--- src/source/llkipp_pkg.sv ---
// Shared definitions for the key-loading protocol processor
// Bus widths, register addresses, message ids, status codes and FSM states
// Referenced by scoped names from every RTL file of the design

package llkipp_pkg;

  // ------------------------------
  // Widths and vector types
  // ------------------------------
  localparam int ADDR_WIDTH = 32;
  localparam int DATA_WIDTH = 64;

  // Register bus address
  typedef logic [ADDR_WIDTH-1:0] addr_t;
  // Bus data, key word and response word
  typedef logic [DATA_WIDTH-1:0] data_t;
  // Header fields
  typedef logic [7:0]  msg_id_t;
  typedef logic [7:0]  status_t;
  typedef logic [15:0] msg_len_t;

  // ------------------------------
  // Register map
  // ------------------------------
  localparam addr_t CTRLSTS_ADDR  = 32'h0000_0000;
  localparam addr_t SENDRECV_ADDR = 32'h0000_0008;

  // Control/status register bits
  localparam int CTRLSTS_WIDTH         = 2;
  localparam int CTRLSTS_RESP_WAITING  = 0;
  localparam int CTRLSTS_READY_FOR_KEY = 1;

  // Every response carries only its header
  localparam msg_len_t RESP_MSG_LEN = 16'd1;

  // ------------------------------
  // Message ids
  // ------------------------------
  localparam msg_id_t MID_LOAD_KEY_REQ    = 8'h00;
  localparam msg_id_t MID_CLEAR_KEY_REQ   = 8'h01;
  localparam msg_id_t MID_KEY_STATUS_REQ  = 8'h02;
  localparam msg_id_t MID_LOAD_KEY_ACK    = 8'h03;
  localparam msg_id_t MID_CLEAR_KEY_ACK   = 8'h04;
  localparam msg_id_t MID_KEY_STATUS_RESP = 8'h05;
  localparam msg_id_t MID_ERROR_RESP      = 8'h06;

  // ------------------------------
  // Status codes
  // ------------------------------
  localparam status_t ST_GOOD            = 8'h00;
  localparam status_t ST_KEY_PRESENT     = 8'h01;
  localparam status_t ST_KEY_NOT_PRESENT = 8'h02;
  // Error codes sit in their own range
  localparam status_t ST_BAD_MSG_ID      = 8'h20;
  localparam status_t ST_BAD_MSG_LEN     = 8'h21;
  localparam status_t ST_KEY_OVERWRITE   = 8'h22;
  localparam status_t ST_LOSS_OF_SYNC    = 8'h23;
  localparam status_t ST_BAD_KEY_LEN     = 8'h24;

  // Protocol FSM states
  typedef enum logic [2:0] {
    IDLE              = 3'd0,
    MESSAGE_CHECK     = 3'd1,
    LOAD_KEY_WORDS    = 3'd2,
    WAIT_FOR_COMPLETE = 3'd3,
    CLEAR_KEY         = 3'd4,
    RESPONSE          = 3'd5
  } llkipp_state_e;

endpackage

--- src/source/llkipp_top.sv ---
// Top level of the key-loading protocol processor
// Host side is a strobe register bus, key side is the discrete key handshake
// Also holds the internal register bus interface used by the decoder
`timescale 1ns/1ps

// Request half of the register bus, carried from the top to the decoder
interface llkipp_reg_bus_if;
  logic               we;
  logic               re;
  llkipp_pkg::addr_t  addr;
  llkipp_pkg::data_t  wdata;

  // Decoder only observes the request
  modport decode (input we, input re, input addr, input wdata);
endinterface

module llkipp_top (
  input  logic               clk,
  input  logic               rst,
  // Register bus
  input  logic               we_i,
  input  logic               re_i,
  input  llkipp_pkg::addr_t  addr_i,
  input  llkipp_pkg::data_t  wdata_i,
  output llkipp_pkg::data_t  rdata_o,
  output logic               error_o,
  output logic               ack_o,
  // Key discrete
  output llkipp_pkg::data_t  key_data_o,
  output logic               key_valid_o,
  input  logic               key_ready_i,
  input  logic               key_complete_i,
  output logic               clear_key_o,
  input  logic               clear_key_ack_i
);

  // Decoder to FSM
  logic                 sendrecv_wr;
  logic                 sendrecv_rd;
  logic                 resp_waiting;
  llkipp_pkg::data_t    resp_word;

  // FSM to word counter
  logic                 len_load;
  logic                 len_dec;
  llkipp_pkg::msg_len_t hdr_len;
  logic                 len_le_one;
  logic                 len_is_one;
  logic                 last_word;

  // ------------------------------
  // Bus request bundle
  // ------------------------------
  llkipp_reg_bus_if bus ();

  assign bus.we    = we_i;
  assign bus.re    = re_i;
  assign bus.addr  = addr_i;
  assign bus.wdata = wdata_i;

  llkipp_reg_decode u_decode (
    .clk            (clk),
    .rst            (rst),
    .bus            (bus.decode),
    .resp_waiting_i (resp_waiting),
    .resp_word_i    (resp_word),
    .key_ready_i    (key_ready_i),
    .sendrecv_wr_o  (sendrecv_wr),
    .sendrecv_rd_o  (sendrecv_rd),
    .rdata_o        (rdata_o),
    .error_o        (error_o),
    .ack_o          (ack_o)
  );

  // Write data goes straight to the FSM, the strobe tells it when to look
  llkipp_fsm u_fsm (
    .clk             (clk),
    .rst             (rst),
    .sendrecv_wr_i   (sendrecv_wr),
    .sendrecv_rd_i   (sendrecv_rd),
    .wdata_i         (bus.wdata),
    .key_ready_i     (key_ready_i),
    .key_complete_i  (key_complete_i),
    .clear_key_ack_i (clear_key_ack_i),
    .len_le_one_i    (len_le_one),
    .len_is_one_i    (len_is_one),
    .last_word_i     (last_word),
    .len_load_o      (len_load),
    .len_dec_o       (len_dec),
    .hdr_len_o       (hdr_len),
    .key_data_o      (key_data_o),
    .key_valid_o     (key_valid_o),
    .clear_key_o     (clear_key_o),
    .resp_waiting_o  (resp_waiting),
    .resp_word_o     (resp_word)
  );

  llkipp_word_counter u_counter (
    .clk          (clk),
    .rst          (rst),
    .len_load_i   (len_load),
    .len_dec_i    (len_dec),
    .hdr_len_i    (hdr_len),
    .len_le_one_o (len_le_one),
    .len_is_one_o (len_is_one),
    .last_word_o  (last_word)
  );

endmodule

--- src/source/llkipp_fsm.sv ---
// Protocol state machine of the key-loading processor
// Checks each request header, passes key words to the key store,
// asks the store to clear its key, and builds the single response word
// Header fields come in on wdata_i whenever sendrecv_wr_i pulses
`timescale 1ns/1ps

module llkipp_fsm (
  input  logic                  clk,
  input  logic                  rst,
  input  logic                  sendrecv_wr_i,
  input  logic                  sendrecv_rd_i,
  input  llkipp_pkg::data_t     wdata_i,
  input  logic                  key_ready_i,
  input  logic                  key_complete_i,
  input  logic                  clear_key_ack_i,
  input  logic                  len_le_one_i,
  input  logic                  len_is_one_i,
  input  logic                  last_word_i,
  output logic                  len_load_o,
  output logic                  len_dec_o,
  output llkipp_pkg::msg_len_t  hdr_len_o,
  output llkipp_pkg::data_t     key_data_o,
  output logic                  key_valid_o,
  output logic                  clear_key_o,
  output logic                  resp_waiting_o,
  output llkipp_pkg::data_t     resp_word_o
);

  llkipp_pkg::llkipp_state_e state_q;
  llkipp_pkg::msg_id_t       msg_id_q;
  llkipp_pkg::status_t       status_q;
  logic                      key_accept;

  // Counter is loaded from the header as it is captured
  assign len_load_o = (state_q == llkipp_pkg::IDLE) && sendrecv_wr_i;
  assign hdr_len_o  = wdata_i[31:16];

  // A key word goes to the store only when it is ready and not yet full
  assign key_accept = (state_q == llkipp_pkg::LOAD_KEY_WORDS) && sendrecv_wr_i &&
                      !key_complete_i && key_ready_i;
  // The last word ends the load, so only earlier words count down
  assign len_dec_o  = key_accept && !last_word_i;

  always_ff @(posedge clk or posedge rst) begin
    if (rst) begin
      state_q        <= llkipp_pkg::IDLE;
      msg_id_q       <= '0;
      status_q       <= '0;
      key_data_o     <= '0;
      key_valid_o    <= 1'b0;
      clear_key_o    <= 1'b0;
      resp_waiting_o <= 1'b0;
      resp_word_o    <= '0;
    end else begin
      // Key discrete outputs are pulses unless a state holds them
      key_data_o  <= '0;
      key_valid_o <= 1'b0;
      clear_key_o <= 1'b0;

      case (state_q)
        // ------------------------------
        llkipp_pkg::IDLE: begin
          resp_waiting_o <= 1'b0;
          resp_word_o    <= '0;
          if (sendrecv_wr_i) begin
            msg_id_q <= wdata_i[7:0];
            status_q <= wdata_i[15:8];
            state_q  <= llkipp_pkg::MESSAGE_CHECK;
          end
        end

        // ------------------------------
        llkipp_pkg::MESSAGE_CHECK: begin
          // Most outcomes answer right away
          state_q <= llkipp_pkg::RESPONSE;
          case (msg_id_q)
            llkipp_pkg::MID_LOAD_KEY_REQ: begin
              // Load needs at least one key word after the header
              if (len_le_one_i) begin
                msg_id_q <= llkipp_pkg::MID_ERROR_RESP;
                status_q <= llkipp_pkg::ST_BAD_MSG_LEN;
              end else if (key_complete_i) begin
                msg_id_q <= llkipp_pkg::MID_ERROR_RESP;
                status_q <= llkipp_pkg::ST_KEY_OVERWRITE;
              end else begin
                state_q <= llkipp_pkg::LOAD_KEY_WORDS;
              end
            end
            llkipp_pkg::MID_CLEAR_KEY_REQ: begin
              if (!len_is_one_i) begin
                msg_id_q <= llkipp_pkg::MID_ERROR_RESP;
                status_q <= llkipp_pkg::ST_BAD_MSG_LEN;
              end else begin
                state_q <= llkipp_pkg::CLEAR_KEY;
              end
            end
            llkipp_pkg::MID_KEY_STATUS_REQ: begin
              if (!len_is_one_i) begin
                msg_id_q <= llkipp_pkg::MID_ERROR_RESP;
                status_q <= llkipp_pkg::ST_BAD_MSG_LEN;
              end else begin
                msg_id_q <= llkipp_pkg::MID_KEY_STATUS_RESP;
                status_q <= key_complete_i ? llkipp_pkg::ST_KEY_PRESENT
                                           : llkipp_pkg::ST_KEY_NOT_PRESENT;
              end
            end
            default: begin
              msg_id_q <= llkipp_pkg::MID_ERROR_RESP;
              status_q <= llkipp_pkg::ST_BAD_MSG_ID;
            end
          endcase
        end

        // ------------------------------
        llkipp_pkg::LOAD_KEY_WORDS: begin
          if (sendrecv_wr_i) begin
            // Store already full means the key is too long, wipe it first
            if (key_complete_i) begin
              msg_id_q <= llkipp_pkg::MID_ERROR_RESP;
              status_q <= llkipp_pkg::ST_BAD_KEY_LEN;
              state_q  <= llkipp_pkg::CLEAR_KEY;
            end else if (!key_ready_i) begin
              // Word is dropped
              msg_id_q <= llkipp_pkg::MID_ERROR_RESP;
              status_q <= llkipp_pkg::ST_LOSS_OF_SYNC;
              state_q  <= llkipp_pkg::RESPONSE;
            end else begin
              key_data_o  <= wdata_i;
              key_valid_o <= 1'b1;
              if (last_word_i) begin
                msg_id_q <= llkipp_pkg::MID_LOAD_KEY_ACK;
                status_q <= llkipp_pkg::ST_GOOD;
                state_q  <= llkipp_pkg::WAIT_FOR_COMPLETE;
              end
            end
          end
        end

        // Store takes a variable time to finish the key
        llkipp_pkg::WAIT_FOR_COMPLETE: begin
          if (key_complete_i) begin
            state_q <= llkipp_pkg::RESPONSE;
          end
        end

        // ------------------------------
        llkipp_pkg::CLEAR_KEY: begin
          // Hold the request until the store acks it
          clear_key_o <= !clear_key_ack_i;
          if (clear_key_ack_i) begin
            // Bad key length keeps its error response
            if (msg_id_q != llkipp_pkg::MID_ERROR_RESP) begin
              msg_id_q <= llkipp_pkg::MID_CLEAR_KEY_ACK;
              status_q <= llkipp_pkg::ST_GOOD;
            end
            state_q <= llkipp_pkg::RESPONSE;
          end
        end

        // ------------------------------
        llkipp_pkg::RESPONSE: begin
          resp_word_o    <= llkipp_pkg::data_t'({llkipp_pkg::RESP_MSG_LEN, status_q, msg_id_q});
          resp_waiting_o <= 1'b1;
          // Host has taken the response
          if (sendrecv_rd_i) begin
            resp_waiting_o <= 1'b0;
            state_q        <= llkipp_pkg::IDLE;
          end
        end

        default: begin
          state_q <= llkipp_pkg::IDLE;
        end
      endcase
    end
  end

endmodule

--- src/source/llkipp_reg_decode.sv ---
// Register decoder for the protocol processor
// Owns all address compares, the control/status register and bus acks
// Reads answer in the same cycle, writes are acked one cycle later
`timescale 1ns/1ps

module llkipp_reg_decode (
  input  logic               clk,
  input  logic               rst,
  llkipp_reg_bus_if.decode   bus,
  input  logic               resp_waiting_i,
  input  llkipp_pkg::data_t  resp_word_i,
  input  logic               key_ready_i,
  output logic               sendrecv_wr_o,
  output logic               sendrecv_rd_o,
  output llkipp_pkg::data_t  rdata_o,
  output logic               error_o,
  output logic               ack_o
);

  logic [llkipp_pkg::CTRLSTS_WIDTH-1:0] ctrlsts_q;
  logic                                 we_q;
  logic                                 write_error_q;
  logic                                 read_error;
  logic                                 hit_ctrlsts;
  logic                                 hit_sendrecv;

  // Address match
  assign hit_ctrlsts  = (bus.addr == llkipp_pkg::CTRLSTS_ADDR);
  assign hit_sendrecv = (bus.addr == llkipp_pkg::SENDRECV_ADDR);

  // One-cycle strobes for the FSM
  assign sendrecv_wr_o = bus.we && hit_sendrecv;
  assign sendrecv_rd_o = bus.re && hit_sendrecv;

  // ------------------------------
  // Status register and write ack
  // ------------------------------
  always_ff @(posedge clk or posedge rst) begin
    if (rst) begin
      ctrlsts_q     <= '0;
      we_q          <= 1'b0;
      write_error_q <= 1'b0;
    end else begin
      // Status bits follow their sources one cycle late
      ctrlsts_q[llkipp_pkg::CTRLSTS_RESP_WAITING]  <= resp_waiting_i;
      ctrlsts_q[llkipp_pkg::CTRLSTS_READY_FOR_KEY] <= key_ready_i;
      we_q          <= bus.we;
      // No writable status bits, so only undefined addresses fail
      write_error_q <= bus.we && !hit_ctrlsts && !hit_sendrecv;
    end
  end

  // ------------------------------
  // Read mux
  // ------------------------------
  always_comb begin
    rdata_o    = '0;
    read_error = 1'b0;
    if (bus.re) begin
      if (hit_ctrlsts) begin
        rdata_o = llkipp_pkg::data_t'(ctrlsts_q);
      end else if (hit_sendrecv) begin
        rdata_o = resp_word_i;
      end else begin
        // Undefined address reads back zero
        read_error = 1'b1;
      end
    end
  end

  // Read ack is immediate, write ack follows the registered strobe
  assign ack_o   = bus.re || we_q;
  assign error_o = read_error || write_error_q;

endmodule

--- src/source/llkipp_word_counter.sv ---
// Message length counter for the protocol processor
// Loaded with the header length, counts down once per key word
// Flags tell the FSM about short headers and the last key word
`timescale 1ns/1ps

module llkipp_word_counter (
  input  logic                  clk,
  input  logic                  rst,
  input  logic                  len_load_i,
  input  logic                  len_dec_i,
  input  llkipp_pkg::msg_len_t  hdr_len_i,
  output logic                  len_le_one_o,
  output logic                  len_is_one_o,
  output logic                  last_word_o
);

  // Remaining words, header included
  llkipp_pkg::msg_len_t len_q;

  always_ff @(posedge clk or posedge rst) begin
    if (rst) begin
      len_q <= '0;
    end else if (len_load_i) begin
      len_q <= hdr_len_i;
    end else if (len_dec_i) begin
      len_q <= len_q - 16'd1;
    end
  end

  // Header only, or nothing at all
  assign len_le_one_o = (len_q <= 16'd1);
  assign len_is_one_o = (len_q == 16'd1);
  // Header plus one key word left
  assign last_word_o  = (len_q == 16'd2);

endmodule
--- config.mk ---
export PLATFORM = sky130hd
export DESIGN_NAME = llkipp_top
export DESIGN_NICKNAME = d
export VERILOG_FILES = /design/src/source/llkipp_pkg.sv /design/src/source/llkipp_top.sv /design/src/source/llkipp_fsm.sv /design/src/source/llkipp_reg_decode.sv /design/src/source/llkipp_word_counter.sv
export SDC_FILE = /design/constraint.sdc
export NUM_CORES = 1
export LEC_CHECK = 0
export ABC_AREA = 1
export BUFFER_PORTS_ARGS = -buffer_cell sky130_fd_sc_hd__buf_2
export CORE_MARGIN = 2
export CORE_UTILIZATION = 51
export CTS_CLUSTER_SIZE = 14
export DETAILED_ROUTE_END_ITERATION = 7
export PLACE_DENSITY = 0.81
export SLEW_MARGIN = 20
export SYNTH_ARGS = -nofsm -noshare
export SYNTH_HDL_FRONTEND = slang
export SYNTH_HIERARCHICAL = 1
export SYNTH_SLANG_ARGS = --single-unit
--- constraint.sdc ---
create_clock -name clk -period 3.7 [get_ports clk]
set_clock_uncertainty 0.15 [all_clocks]
set_input_delay 0.555 -clock clk [delete_from_list [all_inputs] [get_ports clk]]
set_output_delay 0.555 -clock clk [all_outputs]
set_load 0.05 [all_outputs]
==> metrics.yaml <==
avgSynthCellArea_um2: 7.456
timing.slew.headroom: 0.3889
max_freq_ghz: 0.3419
path_clk_slew_ns: 0.05
finalWeightedCongestion: 0.8623
status: "finished clean"
first_pass_iters: 5
p_per_area_mw_per_mm2: 390.1
setup_viol: 0
portBuffers: 187
yosysUniqueCellTypes: 41
drtIter0Drc: 284
cts_tree: "done"
wl_um: 15330
stdcell_area_mm2: 0.008090
grt_pass1_wl_um: 25320
diodes: 0
synthAdderAreaFrac: 0.005563
coreArea_mm2: 0.01309
muxShareOfSynthArea: 0
wl_per_cell_um: 12.16
syn_to_final_growth_pct: 19.90
htree_num_levels: 4
clockRootBuffer: "clkbuf_16"
die_area_mm2: 0.01417
ant_nets: 0
synth-simple-area-share: 0.3169
synth_top_family_by_area: "simple AND/OR/NAND/NOR gates"
grt-ovfl-total: 0
synth-compound-area-share: 0.04042
cp_max_fo: 27
worst_pin_slew_ns: 0.9133
ys_seq_elements: 123
cts-buffers-inserted: 17
vias: 5741
worst_ep_required_time_ns: 2.99
grt_pass1_vias: 5456
hold_violations: 0
synthXorXnorAreaFrac: 0.008900
p_leak_nw: 4.863
die_w_um: 119.0
busiest_layer: "met2"
drive_above_1_share: 0.2525
antenna_found_initial: 0
grt_use_met2: 0.3746
syn_inst: 905
setup_slack_ns: 0.7754
io_pins: 235
ys_seq_area_frac: 0.4561
cts-resized-gates: 0
cts_num_sinks: 123
power_mw: 3.156
syn_area_mm2: 0.006748
rows: 42
met3_usage: 0.07328
cts.path.max_buffers: 2
synth_warnings: 6
fillers: 1133
tns_ns: 0
peakVddDrop_v: 0.0003120
synthTopCellsByArea: "dfrtp_1 46%, nand2_1 12%, nor2_1 9.9%, buf_4 7.1%, inv_1 7.0%"
drc_errors: 0
nets: 1178
cp-end-kind: "output port"
dpl_cell_area_mm2: 0.007485
hold_path.class: "in -> reg"
use_met1: 0.2638
pre_cts_ws_ns: 0.7398
period_needed_ns: 2.925
grt_setup_unrepaired: "no"
maxCapViolCount: 0
yosys.area.top_type_share: 0.4561
worst-endpoint-arrival_ns: 2.22
cp-start-kind: "primary input"
slew_viol_final: 0
grt_start_max_net_pins: 104
crit_type: "in -> out"
grt_usage: 0.2227
die_y_um: 119.0
routed_via_density: 4.553
dp.final_hpwl_um: 11370
yosys.area.top_type: "dfrtp_1"
start_util: 0.5157
clock_latency_ns: 0.41
finalCritPeriodShare: 0.7904
-- Yosys cell counts, drive strengths merged --
cell type / n
nor2: 204
xor2: 4
conb: 1
ha: 3
or2: 2
clkbuf: 3
a21oi: 4
nand3b: 2
o22ai: 1
nand3: 63
buf: 88
o221ai: 1
a21o: 1
nand2: 222
a21boi: 2
o21ai: 22
nor3: 4
dfrtp: 123
inv: 135
o211ai: 2
xnor2: 2
a22oi: 12
clkinv: 1
nand4: 3
-- metal layers --
metal  part of all wire  wire length (um)
met5                  0                 0
met4              0.022               335
met3              0.091              1397
met2               0.48              7357
met1               0.41              6239
-- state kept, by name (all words and copies together) (netlist names), 2 cells and up --
signal,count
u_counter/len_q,16
u_decode/ctrlsts_q,2
u_fsm/key_data_o,64
u_fsm/msg_id_q,8
u_fsm/resp_word_o,17
u_fsm/state_q,3
u_fsm/status_q,8
-- repair_timing --
action / CTS / global route
buffers inserted: 0 / 0
hold endpoints to repair: 4 / 0
hold buffers: 1 / 0
endpoints found under the setup margin: 0 / 0
-- layout by cell type (no fill, tap or decap), types with 3 or more instances in the layout --
cell and n:
clkbuf_16 17, ha_1 3, nand2_1 213, xor2_1 3, nor2_2 20, dfrtp_1 123, a22oi_1 12, clkinv_4 4
a21oi_1 4, nor2_4 5, inv_2 9, o21ai_0 13, buf_2 187, inv_6 3, nand4_1 3, buf_4 4
nand3_1 62, inv_1 124, conb_1 47, nor2_1 178, nand2_2 7, o21ai_1 9
-- metrics by stage --
stage	utilization	instances	hold WS, ns
final	0.6183	1261	0.1276
after global routing	0.6183	1261	0.1194
after floorplan	-	951	0.1711
after global placement	0.5720	1228	0.2235
after CTS	0.6183	1261	0.1119
after detailed placement	0.5720	1228	0.2263
-- worst max-delay path: stages --
cell and delay (ns):
buf_2 0.09, nor2_1 0.13, nand2_1 0.08, nor2_1 0.11, nand2_1 0.11, nor2_4 0.30
nand2_2 0.35, nor2_1 0.20, buf_2 0.28
-- area by class of cell --
class                      count  area [um^2]  share of cell area
clock inverter                12        138.9             0.01717
clock buffer                  20        456.7             0.05645
inverter                     136        515.5             0.06372
tap                          176        220.2             0.02722
sequential                   123         3078              0.3805
timing repair buffer         193        996.0              0.1231
multi-input combinational    601         2685              0.3319
-- power breakdown --
group / leakage (nW) / internal [mW] / switching, mW
Clock: 0.291 / 1.03 / 0.605
Combinational: 2.89 / 0.0627 / 0.0987
Sequential: 1.68 / 1.35 / 0.00276
-- logic make-up (layout without fill, tap and decap cells) --
group	count (synthesis)	count (layout)
DFF	123	123
xor gates and xnor gates	6	6
and+or+nand+nor	500	500
buffers and inverters	227	361
AOI/OAI and AO/OA	45	45
adders and majority gates	3	3
other	1	47
-- path summary, 6_finish.rpt --
path,startpoint,end,slack [ns],cells after the start
setup / recovery,addr_i[29],rdata_o[10],0.78,9
max in group asynchronous,rst,u_fsm/key_data_o[63]$_DFF_PP0_,2.28,4
setup reg to reg,u_counter/len_q[0]$_DFFE_PP0P_,u_fsm/status_q[6]$_DFFE_PP0P_,0.86,13
hold / removal,we_i,u_decode/we_q$_DFF_PP0_,0.13,1
hold reg to reg,u_fsm/resp_waiting_o$_DFFE_PP0P_,u_decode/ctrlsts_q[0]$_DFF_PP0_,0.23,0
min in group asynchronous,rst,u_decode/we_q$_DFF_PP0_,0.48,3
Note: power is estimated with default switching activity, not from simulation.
